--- src/design/ks10Pkg.sv ---
// KS10 bus shared definitions
package ks10Pkg;

   //////////////////////////////
   // Words and addresses
   //////////////////////////////

   localparam int wordBits = 36;               // PDP-10 word width

   typedef logic [0:wordBits-1] ks10Word;      // Bit 0 is the MSB, as on the KS10
   typedef logic [0:wordBits-1] ks10Addr;      // Flags in 0:13, address in 14:35

   // Address flags
   localparam int addrWriteBit = 5;            // Write cycle
   localparam int addrIoBit    = 10;           // I/O space cycle

   //////////////////////////////
   // I/O address fields
   //////////////////////////////

   localparam int ioDevMsb  = 14;              // Device number field
   localparam int ioDevLsb  = 17;
   localparam int ioDevBits = ioDevLsb - ioDevMsb + 1;

   typedef logic [ioDevBits-1:0] ioDev;

   localparam ioDev cslDev = '0;               // Device 0 is the console

   // Memory index
   localparam int memAddrBits = 10;
   localparam int memWords    = 1 << memAddrBits;
   typedef logic [memAddrBits-1:0] memIdx;

   // I/O register index
   localparam int ioRegBits  = 4;
   localparam int ioRegCount = 1 << ioRegBits;
   typedef logic [ioRegBits-1:0] ioIdx;

   // Arbiter grant FSM
   typedef enum logic [1:0] {idle, grantCsl, grantUba, grantCpu} arbState;

endpackage

--- src/design/ks10BusIf.sv ---
// KS10 target bus
`timescale 1ns/1ns

interface ks10BusIf
   import ks10Pkg::*;
();

   logic    req;       // Level request from arbiter
   logic    ack;       // One-cycle acknowledge
   ks10Addr addr;      // Address with flags
   ks10Word wrData;    // Write data
   ks10Word rdData;    // Read data, valid with ack

   // Arbiter side
   modport initiator (
      output req,
      output addr,
      output wrData,
      input  ack,
      input  rdData
   );

   // Memory or register bank side
   modport target (
      input  req,
      input  addr,
      input  wrData,
      output ack,
      output rdData
   );

endinterface

--- src/design/ks10UbaRegs.sv ---
// KS10 Unibus I/O registers
`timescale 1ns/1ns

module ks10UbaRegs
   import ks10Pkg::*;
(
   input  logic     clk,
   input  logic     arstN,
   ks10BusIf.target bus
);

   ks10Word regs [0:ioRegCount-1];   // Sixteen device registers
   ks10Word rdReg;
   ioIdx    idx;
   logic    wrCycle;
   logic    accept;
   logic    ready;
   logic    readyHold;

   //////////////////////////////
   // Handshake
   //////////////////////////////

   assign idx     = bus.addr[wordBits-ioRegBits +: ioRegBits];   // Register number
   assign wrCycle = bus.addr[addrWriteBit];
   assign accept  = bus.req & ~ready & ~readyHold;

   // Same ack and blanking rule as memory
   always_ff @(posedge clk or negedge arstN)
   begin
      if (!arstN)
      begin
         ready     <= 1'b0;
         readyHold <= 1'b0;
      end
      else
      begin
         ready     <= accept;
         readyHold <= ready;
      end
   end

   //////////////////////////////
   // Register file
   //////////////////////////////

   // Registers come up clear
   always_ff @(posedge clk or negedge arstN)
   begin
      if (!arstN)
         regs <= '{default: '0};
      else if (accept & wrCycle)
         regs[idx] <= bus.wrData;
   end

   always_ff @(posedge clk)
   begin
      if (accept & ~wrCycle)
         rdReg <= regs[idx];          // Sampled at accept
   end

   assign bus.ack    = ready;
   assign bus.rdData = rdReg;

endmodule

--- src/flat_wrapper.sv ---
// flat-port wrapper written by rule: the top's interface ports become plain ports
module ks10UbaRegs_flat import ks10Pkg::*;
  (clk, arstN, bus_req, bus_addr, bus_wrData, bus_ack, bus_rdData);
  ks10BusIf bus_i ();
  input  logic clk;
  input  logic arstN;
  input wire logic [$bits(bus_i.req)-1:0] bus_req;
  input wire logic [$bits(bus_i.addr)-1:0] bus_addr;
  input wire logic [$bits(bus_i.wrData)-1:0] bus_wrData;
  output wire logic [$bits(bus_i.ack)-1:0] bus_ack;
  output wire logic [$bits(bus_i.rdData)-1:0] bus_rdData;
  assign bus_i.req = bus_req;
  assign bus_i.addr = bus_addr;
  assign bus_i.wrData = bus_wrData;
  assign bus_ack = bus_i.ack;
  assign bus_rdData = bus_i.rdData;
  ks10UbaRegs u_core (.clk(clk), .arstN(arstN), .bus(bus_i));
endmodule
--- config.mk ---
export PLATFORM = sky130hd
export DESIGN_NAME = ks10UbaRegs_flat
export DESIGN_NICKNAME = d
export VERILOG_FILES = /design/src/design/ks10Pkg.sv /design/src/design/ks10BusIf.sv /design/src/design/ks10UbaRegs.sv /design/src/flat_wrapper.sv
export SDC_FILE = /design/constraint.sdc
export NUM_CORES = 1
export LEC_CHECK = 0
export BUFFER_PORTS_ARGS = -buffer_cell sky130_fd_sc_hd__buf_2
export CAP_MARGIN = 20
export CORE_AREA = 10 10 223 225
export DETAILED_ROUTE_END_ITERATION = 8
export DIE_AREA = 0 0 233 235
export MAX_ROUTING_LAYER = met4
export PLACE_DENSITY = 0.77
export SLEW_MARGIN = 20
export SYNTH_ARGS = -nofsm -noshare
export SYNTH_HDL_FRONTEND = slang
export SYNTH_SLANG_ARGS = --single-unit
--- constraint.sdc ---
create_clock -name clk -period 4 [get_ports clk]
set_input_delay 0.6 -clock clk [delete_from_list [all_inputs] [get_ports clk]]
set_output_delay 0.6 -clock clk [all_outputs]
set_load 0.005 [all_outputs]
==> results of run 1 <==
layout by cell type, fill, tap and decap left out, drive strengths merged:
master	instances
nor2b	4
nor2	1
buf	122
inv	3
edfxtp	36
nand2b	2
nand3	8
nor3	6
or4b	1
bufinv	1
mux2	576
nor4b	1
diode	3
nand4bb	1
and2	1
clkinvlp	1
clkbuf	101
a22oi	72
nor4bb	1
nor4	2
dfrtp	578
clkinv	10
nor3b	1
mux4	144
nand2	38
kinds of logic (layout without fill, tap and decap cells):
| kind of cell | Yosys count | after routing | share of synthesized area |
|---|---|---|---|
| AO/OA/AOI/OAI | 72 | 72 | 0.0202 |
| multiplexers | 720 | 720 | 0.363 |
| AND/OR/NAND/NOR | 67 | 67 | 0.0151 |
| flip-flops | 614 | 614 | 0.580 |
| buffers and inverters | 138 | 238 | 0.0222 |
| other | 0 | 3 | 0 |
power by group through the flow:
stage / clock network, W / registers [W] / logic, W
2_1_floorplan: 0 / 0.00767 / 0.00155
3_3_place_gp: 0 / 0.00775 / 0.00194
3_5_place_dp: 0 / 0.00784 / 0.00204
4_1_cts: 0.00578 / 0.00774 / 0.00204
5_1_grt: 0.00601 / 0.00786 / 0.00220
6_report: 0.00568 / 0.00775 / 0.00201
worst max-delay path: stages:
cell and delay (ps):
sky130_fd_sc_hd__buf_6 540, sky130_fd_sc_hd__nand4bb_1 530, sky130_fd_sc_hd__nor4_4 380, sky130_fd_sc_hd__buf_4 460, sky130_fd_sc_hd__mux2_2 400
layer usage:
metal	track usage	wire, um	up-vias
li1	-	-	6180
met1	0.303	25600	7999
met2	0.377	30800	292
met3	0.0302	2430	100
met4	0.0724	1650	0
met5	-	0	-
final timing paths:
kind,startpoint,endpoint,slack [ps],cells past startpoint
worst max-delay path,bus_addr[1],u_core.regs[454],1540,5
worst min-delay path,arstN,u_core.regs[514],50,1
worst max register to register,u_core.readyHold,u_core.regs[519],1600,4
worst min register to register,u_core.regs[92],u_core.regs[92],480,1
max in group asynchronous,arstN,u_core.regs[245],2850,2
min in group clk,bus_req,u_core.bus.ack,290,2
state kept, by name, summed over array words and instances (netlist names):
register / count
u_core.bus.ack: 1
u_core.bus.rdData: 36
u_core.readyHold: 1
u_core.regs: 576
cell type report:
cell class / count / share of cell area
antenna: 3 / 0.000250
multi-input combinational: 859 / 0.360
tap: 600 / 0.0250
clock inverter: 15 / 0.00416
sequential: 614 / 0.517
clock buffer: 101 / 0.0628
timing repair buffer: 122 / 0.0317
metrics by stage:
step | hold slack [ps] | instances | setup WS (ps) | cell area, um^2
6_report | 49.0 | 2314 | 1540 | 30100
5_1_grt | 104 | 2314 | 1460 | 30100
4_1_cts | 47.9 | 2311 | 1570 | 30100
3_5_place_dp | 471 | 2195 | 907 | 28100
3_3_place_gp | 463 | 2195 | 941 | 28100
2_1_floorplan | 304 | 1611 | 1110 | 26800
==> metrics, run 1 <==
via density per instance=6.30; internal cell power=0.0118 W; number of global-route vias before repair=16,000; top cell type's share of synthesized area=0.539; count of input and output buffers=80; wire length of the first global-routing pass=95,400 um; Net count, final=1,733; run status=finished, final reports clean; area taken by flip-flops and latches=0.0155 mm^2; DR vias=14,600; ratio of total power to cell area=513 mW/mm^2; Boundary Pins=112; Setup crit start kind=input port; share of cells above drive strength 1=0.552; CP max FO=67; total of flip-flops plus latches after synthesis=614; Fmax=0.407 GHz; synth unique cells=24; P_sw=0.00365 W; overall power after layout=0.0154 W; ranking of synthesized cells by area=sky130_fd_sc_hd__dfrtp_1 54%, sky130_fd_sc_hd__mux2_2 24%, sky130_fd_sc_hd__mux4_2 12%; final worst-path cycle share=0.614; most frequent cells after synthesis=578 x sky130_fd_sc_hd__dfrtp_1, 560 x sky130_fd_sc_hd__mux2_2, 144 x sky130_fd_sc_hd__mux4_2, 74 x sky130_fd_sc_hd__clkbuf_1, 72 x sky130_fd_sc_hd__a22oi_1; buffers inserted by post-CTS timing repair=0; setup repair after global routing missed its margin=false; FFs w/ async S/R, synth=0.941; standard-cell rows=78; overall overflow remaining after global route=0; clock network power share=0.368; number of DRC markers after the initial detailed-route iteration=1,131; transition time at the pin with the least slew margin=854 ps; Avg Synthesized Cell Area=16.6 um^2; data required time of the critical path=4510 ps; all-layer global routing usage=0.233; number of max-slew violations in the final report=0; routed length per placed instance=26.1 um; number of resized instances in the post-cts repair step=0; number of max-cap violations=0; logic gate share of total power=0.130; overall die height=235 um; TritonCTS buffer count=61; Synthesized Nets=1,686; static power due to leakage=13.9 nW; CP Capture Type=flip-flop; proportion of synthesized chip area in sequential cells=0.580; maximum buffer depth of the clock tree=3; area overhead of the layout relative to synthesis=12.2%; synthesized area=0.0268 mm^2; Worst-Skew Late Latency=640 ps; share of total power consumed by net switching=0.237; final critical-path required period=2460 ps; clk slew on worst S/H paths=60 ps; total iterations of the first detailed-routing run=5; most common cell in the synthesized netlist=sky130_fd_sc_hd__dfrtp_1; Max VDD drop=365 uV; number of warnings issued by yosys=0; Main synth FF type=sky130_fd_sc_hd__dfrtp_1; Die Span X=233 um; CTS Root Buffer Type=sky130_fd_sc_hd__clkbuf_16; number of nets with antenna violations after detailed routing=0; final hold viol count=0; final setup violating endpoints=0; share of total power in sequential cells=0.502; # hold bufs at CTS=0; clock tree from TritonCTS=built; Clock H-tree levels=2; multi-input logic area=0.0108 mm^2; GP Congestion=0.726; Gate Count Post-Synth=1,611; clock net sink count=614; area of the placeable core=0.0451 mm^2; largest net degree at the start of global routing=113; Filler cells=3,103; worst slew slack as a fraction of its limit=0.431; critical path start-end classification=in -> reg; Arr. time, crit path=2960 ps; half-perimeter wire length after placement=32,800 um; final core occ=0.667; number of enable flip-flop cells after synthesis=36; antenna violations before repair=4; area leader, netlist=sky130_fd_sc_hd__dfrtp_1; DRC errors left=0; worst clock skew on the final layout=13.1 ps; Die Outline Area=0.0548 mm^2; min-delay worst type=in -> async; setup TNS after final layout=0 ps; initial cell density of the core=0.595; post-detailed-routing wire length=60,500 um
(Power assumes the default switching activity.)
==> run 2, diff against run 1 <==
- clock period: 4 -> 2.4 ns (I/O delays scaled with it)
==> metrics, run 2 (same netlist as run 1, synthesis figures left out) <==
Setup crit start kind=flip-flop; met3 Use GR=0.0432; half-perimeter wire length after placement=36,400 um; hold path startpoint=bus_req; most common cell after layout, fill and taps aside=sky130_fd_sc_hd__dfrtp_1; transition time at the pin with the least slew margin=729 ps; clock net sink count=614; register ranked first by flip-flop count=u_core.regs; total iterations of the first detailed-routing run=7; Register-to-Register Setup Slack=190 ps; number of nets with antenna violations after detailed routing=0; Clock H-tree levels=3; multi-input logic area=0.0108 mm^2; clock network power share=0.378; setup repair after global routing missed its margin=false; wire length of the first global-routing pass=97,700 um; number of resized instances in the post-cts repair step=0; Worst-Skew Late Latency=600 ps; number of max-slew violations in the final report=0; CP Capture Type=flip-flop; TritonCTS buffer count=66; peak-usage layer in the global routing report=met2; ratio of total power to cell area=861 mW/mm^2; final setup violating endpoints=0; P_sw=0.00622 W; origin of the critical flop-to-flop path=u_core.readyHold; Die Span X=233 um; number of max-cap violations=0; GP Congestion=0.746; Arr. time, crit path=2680 ps; buffers inserted by post-CTS timing repair=0; all-layer global routing usage=0.238; Largest register FFs=576; count of input and output buffers=80; internal cell power=0.0201 W; worst slew slack as a fraction of its limit=0.514; # hold bufs at CTS=1; via density per instance=6.33; final worst-path cycle share=0.919; end of the worst register-to-register path=u_core.regs[515]; global-route met2 utilization=0.382; CTS Root Buffer Type=sky130_fd_sc_hd__clkbuf_16; static power due to leakage=14.2 nW; min-delay worst type=in -> reg; worst clock skew on the final layout=19.0 ps; number of global-route vias before repair=16,300; clk slew on worst S/H paths=60 ps; area overhead of the layout relative to synthesis=13.9%; Max VDD drop=572 uV; area of the placeable core=0.0451 mm^2; overall die height=235 um; share of total power in sequential cells=0.491; standard-cell rows=78; setup TNS after final layout=0 ps; launch point of the critical path=u_core.readyHold; routed length per placed instance=26.3 um; post-detailed-routing wire length=61,900 um; DRC errors left=0; logic gate share of total power=0.131; Net count, final=1,777; commonest non-fill, non-tap cells in the layout=578 x sky130_fd_sc_hd__dfrtp_1, 560 x sky130_fd_sc_hd__mux2_2, 144 x sky130_fd_sc_hd__mux4_2; largest net degree at the start of global routing=80; met1 Resource Use GR=0.312; run status=finished, final reports clean; share of cells above drive strength 1=0.560; final hold viol count=0; Worst Hold Path Cells=2; final cell count without fillers=2,359; number of DRC markers after the initial detailed-route iteration=1,260; final critical-path required period=2210 ps; initial cell density of the core=0.595; antenna violations before repair=6; data required time of the critical path=2870 ps; worst r2r path cells=5; Die Outline Area=0.0548 mm^2; clock tree from TritonCTS=built; share of total power consumed by net switching=0.237; DR vias=14,900; Filler cells=2,996; area taken by flip-flops and latches=0.0155 mm^2; worst hold endpoint=u_core.bus.ack; Fmax=0.453 GHz; CP max FO=13; total instance count after detailed placement=2,233; critical path start-end classification=reg -> reg; maximum buffer depth of the clock tree=3; overall overflow remaining after global route=0; Boundary Pins=112
run 2: cell type report:
cell class	count	area share
flip-flops and latches	614	0.509
multi-input cells	859	0.353
clock buffers	93	0.0606
repair buffers	161	0.0442
well taps	600	0.0246
clock inverters	27	0.00885
diodes	5	0.000410
run 2: worst max-delay path, cell delays in order (launching register included):
cell and delay [ps]:
sky130_fd_sc_hd__dfrtp_1 420, sky130_fd_sc_hd__or4b_1 520, sky130_fd_sc_hd__buf_4 190, sky130_fd_sc_hd__nor4_4 220
sky130_fd_sc_hd__buf_4 350, sky130_fd_sc_hd__mux2_2 380
run 2: layer usage:
metal	up-vias	part of all wire
met4	0	0.017
li1	6266	-
met5	-	0
met1	8206	0.43
met2	360	0.51
met3	90	0.046
run 2: metrics by stage:
stage	instance area, um^2	utilization	setup slack, ps	total power, W	hold WS, ps
after floorplan	26800	-	201	0.0154	64.4
after global placement	28400	0.630	165	0.0162	330
after detailed placement	28400	0.630	126	0.0165	328
after CTS	30500	0.677	195	0.0265	59.5
after global routing	30600	0.678	122	0.0274	68.4
final	30600	0.678	194	0.0263	89.7
run 2: worst max path at each step:
stage	depth (start not counted)	endpoint	slack, ps
after floorplan	6	u_core.bus.rdData[34]	200
after global placement	6	u_core.regs[525]	170
after detailed placement	6	u_core.regs[516]	130
after CTS	5	u_core.regs[515]	200
after global routing	5	u_core.regs[515]	120
final	5	u_core.regs[515]	190
run 2: power groups by stage:
stage	logic (W)	registers (W)	clock network [W]
finish	0.00344	0.0129	0.00994
global route	0.00375	0.0131	0.0106
CTS	0.00350	0.0129	0.0101
detailed placement	0.00346	0.0131	0
global placement	0.00331	0.0129	0
floorplan	0.00259	0.0128	0
