**config.mk**
```make
export PLATFORM = sky130hd
export DESIGN_NAME = ks10Arbiter_flat
export DESIGN_NICKNAME = d
export VERILOG_FILES = /design/src/design/ks10Pkg.sv /design/src/design/ks10BusIf.sv /design/src/design/ks10Arbiter.sv /design/src/flat_wrapper.sv
export SDC_FILE = /design/constraint.sdc
export NUM_CORES = 1
export LEC_CHECK = 0
export ABC_CLOCK_PERIOD_IN_PS = 2300
export BUFFER_PORTS_ARGS = -buffer_cell sky130_fd_sc_hd__buf_2
export CORE_AREA = 2 2 257 259
export CTS_BUF_LIST = sky130_fd_sc_hd__clkbuf_4
export CTS_CLUSTER_DIAMETER = 60
export DETAILED_ROUTE_END_ITERATION = 16
export DIE_AREA = 0 0 259 261
export GPL_TIMING_DRIVEN = 0
export PLACE_DENSITY = 0.34
export RECOVER_POWER = 25
export REMOVE_ABC_BUFFERS = 1
export SYNTH_ARGS = -nofsm -noshare
export SYNTH_HDL_FRONTEND = slang
export SYNTH_SLANG_ARGS = --single-unit
```
**constraint.sdc**
```tcl
create_clock -name clk -period 2.3 [get_ports clk]
set_input_delay 0 -clock clk [delete_from_list [all_inputs] [get_ports clk]]
set_output_delay 0 -clock clk [all_outputs]
set_load 0.02 [all_outputs]
```
**src/design/ks10Pkg.sv**
```systemverilog
// KS10 bus shared definitions
package ks10Pkg;

   //////////////////////////////
   // Words and addresses
   //////////////////////////////

   localparam int wordBits = 36;               // PDP-10 word width

   typedef logic [0:wordBits-1] ks10Word;      // Bit 0 is the MSB, as on the KS10
   typedef logic [0:wordBits-1] ks10Addr;      // Flags in 0:13, address in 14:35

   // Address flags
   localparam int addrWriteBit = 5;            // Write cycle
   localparam int addrIoBit    = 10;           // I/O space cycle

   //////////////////////////////
   // I/O address fields
   //////////////////////////////

   localparam int ioDevMsb  = 14;              // Device number field
   localparam int ioDevLsb  = 17;
   localparam int ioDevBits = ioDevLsb - ioDevMsb + 1;

   typedef logic [ioDevBits-1:0] ioDev;

   localparam ioDev cslDev = '0;               // Device 0 is the console

   // Memory index
   localparam int memAddrBits = 10;
   localparam int memWords    = 1 << memAddrBits;
   typedef logic [memAddrBits-1:0] memIdx;

   // I/O register index
   localparam int ioRegBits  = 4;
   localparam int ioRegCount = 1 << ioRegBits;
   typedef logic [ioRegBits-1:0] ioIdx;

   // Arbiter grant FSM
   typedef enum logic [1:0] {idle, grantCsl, grantUba, grantCpu} arbState;

endpackage

```
**src/design/ks10BusIf.sv**
```systemverilog
// KS10 target bus
`timescale 1ns/1ns

interface ks10BusIf
   import ks10Pkg::*;
();

   logic    req;       // Level request from arbiter
   logic    ack;       // One-cycle acknowledge
   ks10Addr addr;      // Address with flags
   ks10Word wrData;    // Write data
   ks10Word rdData;    // Read data, valid with ack

   // Arbiter side
   modport initiator (
      output req,
      output addr,
      output wrData,
      input  ack,
      input  rdData
   );

   // Memory or register bank side
   modport target (
      input  req,
      input  addr,
      input  wrData,
      output ack,
      output rdData
   );

endinterface

```
**src/design/ks10Arbiter.sv**
```systemverilog
// KS10 bus arbiter
`timescale 1ns/1ns

module ks10Arbiter
   import ks10Pkg::*;
(
   input  logic        clk,
   input  logic        arstN,
   // CPU master
   input  logic        cpuReq,
   output logic        cpuAck,
   input  ks10Addr     cpuAddr,
   input  ks10Word     cpuWrData,
   output ks10Word     cpuRdData,
   // Console master
   input  logic        cslReq,
   output logic        cslAck,
   input  ks10Addr     cslAddr,
   input  ks10Word     cslWrData,
   output ks10Word     cslRdData,
   // Unibus master
   input  logic        ubaReq,
   output logic        ubaAck,
   input  ks10Addr     ubaAddr,
   input  ks10Word     ubaWrData,
   output ks10Word     ubaRdData,
   // Console as a target
   output logic        cslReqOut,
   input  logic        cslAckIn,
   input  ks10Word     cslTgtData,
   // Shared address and data
   output ks10Addr     arbAddr,
   output ks10Word     arbWrData,
   // Targets
   ks10BusIf.initiator memBus,
   ks10BusIf.initiator ioBus
);

   arbState state;
   arbState stateNext;
   ks10Addr gntAddr;      // Address of granted master
   ks10Word gntWrData;
   ioDev    gntDev;
   logic    busy;
   logic    selMem;
   logic    selCsl;
   logic    selIo;
   logic    tgtAck;       // Ack of selected target
   ks10Word tgtData;

   //////////////////////////////
   // Grant FSM
   //////////////////////////////

   // Console first, then Unibus, then CPU
   always_comb
   begin
      stateNext = state;
      unique case (state)
         idle:
         begin
            if (cslReq)
               stateNext = grantCsl;
            else if (ubaReq)
               stateNext = grantUba;
            else if (cpuReq)
               stateNext = grantCpu;
         end
         grantCsl: if (cslAck) stateNext = idle;   // Held until its ack
         grantUba: if (ubaAck) stateNext = idle;
         grantCpu: if (cpuAck) stateNext = idle;
         default:  stateNext = idle;
      endcase
   end

   always_ff @(posedge clk or negedge arstN)
   begin
      if (!arstN)
         state <= idle;
      else
         state <= stateNext;
   end

   //////////////////////////////
   // Address mux and decode
   //////////////////////////////

   always_comb
   begin
      unique case (state)
         grantCsl:
         begin
            gntAddr   = cslAddr;
            gntWrData = cslWrData;
         end
         grantUba:
         begin
            gntAddr   = ubaAddr;
            gntWrData = ubaWrData;
         end
         grantCpu:
         begin
            gntAddr   = cpuAddr;
            gntWrData = cpuWrData;
         end
         default:
         begin
            gntAddr   = '0;          // Bus quiet when idle
            gntWrData = '0;
         end
      endcase
   end

   assign busy   = (state != idle);
   assign gntDev = gntAddr[ioDevMsb:ioDevLsb];
   assign selMem = ~gntAddr[addrIoBit];
   assign selCsl = gntAddr[addrIoBit] & (gntDev == cslDev);
   assign selIo  = gntAddr[addrIoBit] & (gntDev != cslDev);

   // Only the chosen target sees a request
   assign memBus.req    = busy & selMem;
   assign ioBus.req     = busy & selIo;
   assign cslReqOut     = busy & selCsl & (state != grantCsl);   // Never to itself

   assign memBus.addr   = gntAddr;
   assign memBus.wrData = gntWrData;
   assign ioBus.addr    = gntAddr;
   assign ioBus.wrData  = gntWrData;
   assign arbAddr       = gntAddr;
   assign arbWrData     = gntWrData;

   //////////////////////////////
   // Reply mux
   //////////////////////////////

   always_comb
   begin
      if (selMem)
      begin
         tgtAck  = memBus.ack;
         tgtData = memBus.rdData;
      end
      else if (selIo)
      begin
         tgtAck  = ioBus.ack;
         tgtData = ioBus.rdData;
      end
      else
      begin
         tgtAck  = cslAckIn;             // Console answers at its own pace
         tgtData = cslTgtData;
      end
   end

   // Reply goes to the granted master alone
   assign cslAck    = (state == grantCsl) & tgtAck;
   assign ubaAck    = (state == grantUba) & tgtAck;
   assign cpuAck    = (state == grantCpu) & tgtAck;
   assign cslRdData = (state == grantCsl) ? tgtData : '0;
   assign ubaRdData = (state == grantUba) ? tgtData : '0;
   assign cpuRdData = (state == grantCpu) ? tgtData : '0;

endmodule

```
**src/flat_wrapper.sv**
```systemverilog
// flat-port wrapper written by rule: the top's interface ports become plain ports
module ks10Arbiter_flat import ks10Pkg::*;
  (clk, arstN, cpuReq, cpuAck, cpuAddr, cpuWrData, cpuRdData, cslReq, cslAck, cslAddr, cslWrData, cslRdData, ubaReq, ubaAck, ubaAddr, ubaWrData, ubaRdData, cslReqOut, cslAckIn, cslTgtData, arbAddr, arbWrData, memBus_req, memBus_addr, memBus_wrData, memBus_ack, memBus_rdData, ioBus_req, ioBus_addr, ioBus_wrData, ioBus_ack, ioBus_rdData);
  ks10BusIf memBus_i ();
  ks10BusIf ioBus_i ();
  input  logic clk;
  input  logic arstN;
  input  logic cpuReq;
  output logic cpuAck;
  input  ks10Addr cpuAddr;
  input  ks10Word cpuWrData;
  output ks10Word cpuRdData;
  input  logic cslReq;
  output logic cslAck;
  input  ks10Addr cslAddr;
  input  ks10Word cslWrData;
  output ks10Word cslRdData;
  input  logic ubaReq;
  output logic ubaAck;
  input  ks10Addr ubaAddr;
  input  ks10Word ubaWrData;
  output ks10Word ubaRdData;
  output logic cslReqOut;
  input  logic cslAckIn;
  input  ks10Word cslTgtData;
  output ks10Addr arbAddr;
  output ks10Word arbWrData;
  output wire logic [$bits(memBus_i.req)-1:0] memBus_req;
  output wire logic [$bits(memBus_i.addr)-1:0] memBus_addr;
  output wire logic [$bits(memBus_i.wrData)-1:0] memBus_wrData;
  input wire logic [$bits(memBus_i.ack)-1:0] memBus_ack;
  input wire logic [$bits(memBus_i.rdData)-1:0] memBus_rdData;
  output wire logic [$bits(ioBus_i.req)-1:0] ioBus_req;
  output wire logic [$bits(ioBus_i.addr)-1:0] ioBus_addr;
  output wire logic [$bits(ioBus_i.wrData)-1:0] ioBus_wrData;
  input wire logic [$bits(ioBus_i.ack)-1:0] ioBus_ack;
  input wire logic [$bits(ioBus_i.rdData)-1:0] ioBus_rdData;
  assign memBus_req = memBus_i.req;
  assign memBus_addr = memBus_i.addr;
  assign memBus_wrData = memBus_i.wrData;
  assign memBus_i.ack = memBus_ack;
  assign memBus_i.rdData = memBus_rdData;
  assign ioBus_req = ioBus_i.req;
  assign ioBus_addr = ioBus_i.addr;
  assign ioBus_wrData = ioBus_i.wrData;
  assign ioBus_i.ack = ioBus_ack;
  assign ioBus_i.rdData = ioBus_rdData;
  ks10Arbiter u_core (.clk(clk), .arstN(arstN), .cpuReq(cpuReq), .cpuAck(cpuAck), .cpuAddr(cpuAddr), .cpuWrData(cpuWrData), .cpuRdData(cpuRdData), .cslReq(cslReq), .cslAck(cslAck), .cslAddr(cslAddr), .cslWrData(cslWrData), .cslRdData(cslRdData), .ubaReq(ubaReq), .ubaAck(ubaAck), .ubaAddr(ubaAddr), .ubaWrData(ubaWrData), .ubaRdData(ubaRdData), .cslReqOut(cslReqOut), .cslAckIn(cslAckIn), .cslTgtData(cslTgtData), .arbAddr(arbAddr), .arbWrData(arbWrData), .memBus(memBus_i), .ioBus(ioBus_i));
endmodule
```
==> impl_metrics.tcl, run 1 <==
set metrics [dict create \
    hold_slack_ns 0.116 \
    grt_pass1_wl_um 59200 \
    cpMaxStageDelayCell "dfrtp_4" \
    tritoncts "built" \
    finalMaxSlewViolations 0 \
    io_buffers 661 \
    layout_commonest_cell "buf_2" \
    postSynthCellCount 628 \
    layout.nets 1513 \
    instances_no_fill 2054 \
    syn_avg_cell_area_um2 6.92 \
    crit_chain "buf_12 > nor2b_4 > buf_6 > a22o_4 > nor4_4 > buf_6 > buf_12 > buf_12 > buf_12 > mux2_4 > nor3b_2 > buf_4" \
    vias 7230 \
    dieArea_um2 67600 \
    tns_ns -61.60 \
    firstDrtPassIters 5 \
    grt-ovfl-total 0 \
    antenna_left 0 \
    wl_per_cell_um 23.9 \
    cp.required_ns 2.30 \
    ys_seq_elements 2 \
    wl_um 49100 \
    violations "setup timing" \
    top_register "u_core.state" \
    grt_pass1_vias 6997 \
    hp-class "in2async" \
    area_growth_pct 128 \
    drt-initial-drc-count 276 \
    dieHeight_um 261 \
    place_ws_ns -1.63 \
    final.period_utilization 1.29 \
    utilization 0.152 \
    ios 662 \
    yosysUniqueCellTypes 26 \
    die_x_um 259 \
    placed_cells 1970 \
    rsz0062_at_grt "yes" \
    total_power_mw 16.6 \
    critPathCaptureType "output pin" \
    antenna_found_initial 41 \
    cp_max_fo 6 \
    period_needed_ns 2.96 \
    cpMostUsedCell "buf_12" \
    crit_type "reg2out" \
    yosysSeqAreaShare 0.0115 \
    tightest_slew_ns 0.853 \
    max_stage_delay_ns 0.51 \
    max_freq_mhz 338 \
    leakagePower_nw 4.83 \
    cts_sinks 2 \
    core_um2 65000 \
    num_rows 94 \
    layout_setup_ws_ns -0.656 \
    reg2reg_depth 14 \
    gp_congestion 0.890 \
    final-hold-violation-count 0 \
    vias_per_cell 3.52 \
    syn-cell-area_um2 4340 \
    finClkSkew_ns 0.00278 \
    clk_path_buf_depth 2 \
    vdd_drop_max_mv 0.571 \
    timing.max_cap.violations 0 \
    place_area_um2 7730 \
    numCtsBuffers 3 \
    r2r_setup_slack_ns -0.42 \
    fin_area_um2 9890 \
    drc 0 \
    relSlewSlack 0.431 \
    power.density_nw_per_um2 1680 \
    htree_levels 1 \
    post-dp-hpwl_um 40400 \
    reg.largest.list "u_core.state x2" \
    largest_reg_flops 2 \
    cp-start-kind "flop" \
    grt_usage 0.129 \
    status "finished, violations left" \
    final_cell_mix "576 x buf_2, 77 x buf_4, 73 x nand2_1" \
    clk_pin_slew_ns 0.03 \
    start_util 0.0668 \
    clock_latency_ns 0.23 \
    grt_max_degree 74 \
    setup_violations 115 \
    worstPathArrival_ns 2.96 \
    drive_gt1_frac 0.795 \
    yosysWarningCount 0 \
    clock-root-buffer "clkbuf_4" \
]
==> routing by layer <==
layer | routed length (um) | global-route usage
met5 | 91 | 0
met4 | 1430 | 0.0291
met3 | 5180 | 0.0433
met2 | 25300 | 0.246
met1 | 17100 | 0.134
==> critical path: cells and delay by family, from the launching register on <==
| kind | cells | cell delay (ns) |
|---|---|---|
| multiplexers | 1 | 0.36 |
| buffers and inverters | 7 | 0.96 |
| AND/OR/NAND/NOR | 3 | 0.61 |
| flip-flops | 1 | 0.51 |
| AO/OA/AOI/OAI | 1 | 0.25 |
==> synth_stat cells, drive strengths merged <==
cell,instances,area share
a21oi,37,0.043
nor4,1,0.0049
mux2,73,0.19
mux2i,36,0.083
o21ai,108,0.12
nand3,1,0.0012
nor3b,1,0.0017
buf,153,0.26
dfrtp,2,0.012
a22o,71,0.14
nor3,3,0.0035
nand3b,1,0.0017
nand2b,1,0.0014
nor2,12,0.010
a311oi,2,0.0040
clkbuf,45,0.039
inv,2,0.0017
nor2b,2,0.0029
a22oi,1,0.0017
and3,1,0.0014
nand2,73,0.063
nor4b,2,0.0040
==> layout make-up <==
type,instances,area (um2)
clock buffer,3,22.5
fill,7450,55200
sequential,2,57.6
antenna,11,27.5
multi-input combinational,426,3840
inverter,2,12.5
timing repair buffer,746,4850
tap,864,1080
==> what timing repair did <==
action / 4_1_cts / 5_1_grt
pin swaps: 19 / 42
buffers inserted: 28 / 34
cloned: 4 / 4
endpoints found under the hold margin: 2 / 0
setup endpoints to repair: 250 / 161
resized for setup: 142 / 195
hold buffers: 1 / 0
==> cell families after synthesis <==
family,after synthesis,share of synthesized area
muxes,109,0.272
buffers and inverters,200,0.304
AOI/OAI and AO/OA,219,0.316
DFF,2,0.0115
and+or+nand+nor,98,0.0962
==> final timing paths <==
| kind | from | end |
|---|---|---|
| setup / recovery | u_core.state[1]$_DFFE_PN0P_ | ubaAck |
| hold / removal | arstN | u_core.state[0]$_DFFE_PN0P_ |
| setup reg to reg | u_core.state[1]$_DFFE_PN0P_ | u_core.state[1]$_DFFE_PN0P_ |
| hold reg to reg | u_core.state[1]$_DFFE_PN0P_ | u_core.state[1]$_DFFE_PN0P_ |
| max in group asynchronous | arstN | u_core.state[1]$_DFFE_PN0P_ |
| min in group clk | cslReq | u_core.state[1]$_DFFE_PN0P_ |
==> report_power, final <==
| part | switching, mW | internal [mW] | leakage [nW] |
|---|---|---|---|
| Clock | 0.0239 | 0.0580 | 0.0139 |
| Sequential | 0.0381 | 0.0667 | 0.0218 |
| Combinational | 9.84 | 6.62 | 4.80 |
| Total | 9.90 | 6.74 | 4.83 |
Note: power is estimated with default switching activity, not from simulation.
==> run 2: changes to the inputs <==
--- a/config.mk
+++ b/config.mk
@@ -13,6 +13,7 @@
 export DETAILED_ROUTE_END_ITERATION = 16
 export DIE_AREA = 0 0 259 261
 export GPL_TIMING_DRIVEN = 0
+export MAX_ROUTING_LAYER = met4
 export PLACE_DENSITY = 0.34
 export RECOVER_POWER = 25
 export REMOVE_ABC_BUFFERS = 1
==> run 2 against run 1 <==
The flow still finishes with violations (setup timing). First-iteration DRC count increased by 11%. Combinational power about the same. Worst setup slack improved by 0.0039 ns. Critical endpoint is now ubaRdData[26]. Largest power group unchanged.
==> impl_metrics.tcl, run 2 (synthesis gave the netlist of run 1 again) <==
set metrics [dict create \
    fill_cells 7446 \
    post-dp-hpwl_um 40400 \
    placed_cells 1970 \
    crit_chain "buf_12 > nor2b_4 > buf_6 > a22o_4 > nor4_4 > buf_6 > buf_12 > buf_12 > buf_4 > buf_6 > mux2i_4 > a21oi_2 > buf_4" \
    max_freq_mhz 339 \
    dieArea_um2 67600 \
    num_rows 94 \
    clock_latency_ns 0.23 \
    wl_per_cell_um 23.9 \
    finClkSkew_ns 0.00343 \
    layout.nets 1513 \
    vdd_drop_max_mv 0.576 \
    setup_violations 115 \
    relSlewSlack 0.425 \
    vias_per_cell 3.51 \
    period_needed_ns 2.95 \
    io_buffers 661 \
    cpMaxStageDelayCell "dfrtp_4" \
    crit_type "reg2out" \
    clk_pin_slew_ns 0.04 \
    cp-start-kind "flop" \
    area_growth_pct 129 \
    reg.largest.list "u_core.state x2" \
    hp-class "in2async" \
    finalMaxSlewViolations 0 \
    cp_top_family "buffers and inverters" \
    antenna_found_initial 40 \
    cp.required_ns 2.30 \
    cts_sinks 2 \
    clock-root-buffer "clkbuf_4" \
    max_stage_delay_ns 0.51 \
    place_ws_ns -1.63 \
    grt_pass1_vias 6992 \
    layout_setup_ws_ns -0.652 \
    final_cell_mix "570 x buf_2, 79 x buf_4, 73 x nand2_1" \
    grt_usage 0.132 \
    wl_um 49200 \
    firstDrtPassIters 4 \
    start_util 0.0668 \
    leakagePower_nw 4.84 \
    largest_reg_flops 2 \
    dieHeight_um 261 \
    timing.max_cap.violations 0 \
    die_x_um 259 \
    ios 662 \
    vias 7245 \
    instances_no_fill 2064 \
    tightest_slew_ns 0.863 \
    cp_max_fo 6 \
    tritoncts "built" \
    drt-initial-drc-count 306 \
    gp_congestion 0.905 \
    status "finished, violations left" \
    top_register "u_core.state" \
    rsz0062_at_grt "yes" \
    violations "setup timing" \
    grt_max_degree 74 \
    layout_commonest_cell "buf_2" \
    worst-path-buf-inv 8 \
    drive_gt1_frac 0.796 \
    core_um2 65000 \
    r2r_setup_slack_ns -0.32 \
    critPathCaptureType "output pin" \
    final-hold-violation-count 0 \
    power.density_nw_per_um2 1680 \
    grt_pass1_wl_um 59200 \
    drc 0 \
    htree_levels 1 \
    grt-ovfl-total 0 \
    clk_path_buf_depth 2 \
    final.period_utilization 1.28 \
    numCtsBuffers 3 \
    worstPathArrival_ns 2.95 \
    antenna_left 0 \
]
## run 2: changes by cell type in the layout (fill, tap and decap cells not counted), sizes merged
| cell | before | now |
|---|---|---|
| diode | 11 | 21 |
## run 2: per-layer routing
metal	vias up	wire, um	global-route usage
met5	-	0	-
met4	0	2120	0.0310
met3	88	5030	0.0424
met2	514	24700	0.245
met1	3368	17400	0.135
li1	3275	-	-
## run 2: repair_timing
item	CTS	global route
gates resized for setup	142	206
gates cloned	4	5
pin swaps	19	46
setup buffers	28	34
hold endpoints to repair	2	0
hold buffers	1	0
endpoints found under the setup margin	250	161
## run 2: area by class of cell
type / instances / area (um2) / area share
Multi-Input combinational cell: 426 / 3830 / 0.385
Clock buffer: 3 / 22.5 / 0.00226
Tap cell: 864 / 1080 / 0.109
Inverter: 2 / 12.5 / 0.00126
Antenna cell: 21 / 52.6 / 0.00528
Timing Repair Buffer: 746 / 4890 / 0.492
Sequential cell: 2 / 57.6 / 0.00579
## run 2: power by group
group          total, mW  internal [mW]  switching, mW  leakage (nW)
registers          0.105         0.0667         0.0387        0.0218
clock network     0.0830         0.0581         0.0250        0.0139
logic               16.5           6.67           9.86          4.80
## run 2: path summary, 6_finish.rpt
path | start | to | depth (start not counted)
min | arstN | u_core.state[0]$_DFFE_PN0P_ | 2
max | u_core.state[1]$_DFFE_PN0P_ | ubaRdData[26] | 13
min in group clk | cslReq | u_core.state[1]$_DFFE_PN0P_ | 4
max in group asynchronous | arstN | u_core.state[1]$_DFFE_PN0P_ | 2
max reg2reg | u_core.state[1]$_DFFE_PN0P_ | u_core.state[0]$_DFFE_PN0P_ | 12
min reg2reg | u_core.state[1]$_DFFE_PN0P_ | u_core.state[1]$_DFFE_PN0P_ | 3
## run 2: stage by stage
| stage | power, mW | setup TNS, ns | instance area, um2 | hold WS (ns) | utilization |
|---|---|---|---|---|---|
| 2_1_floorplan | 7.05 | -1379.02 | 3030 | -0.296 | - |
| 3_3_place_gp | 9.74 | -3422.96 | 7420 | -0.214 | 0.114 |
| 3_5_place_dp | 12.8 | -130.61 | 7730 | -0.208 | 0.119 |
| 4_1_cts | 14.9 | -66.52 | 8700 | 0.0948 | 0.134 |
| 5_1_grt | 17.6 | -72.03 | 9920 | 0.119 | 0.153 |
| 6_report | 16.7 | -62.29 | 9950 | 0.115 | 0.153 |
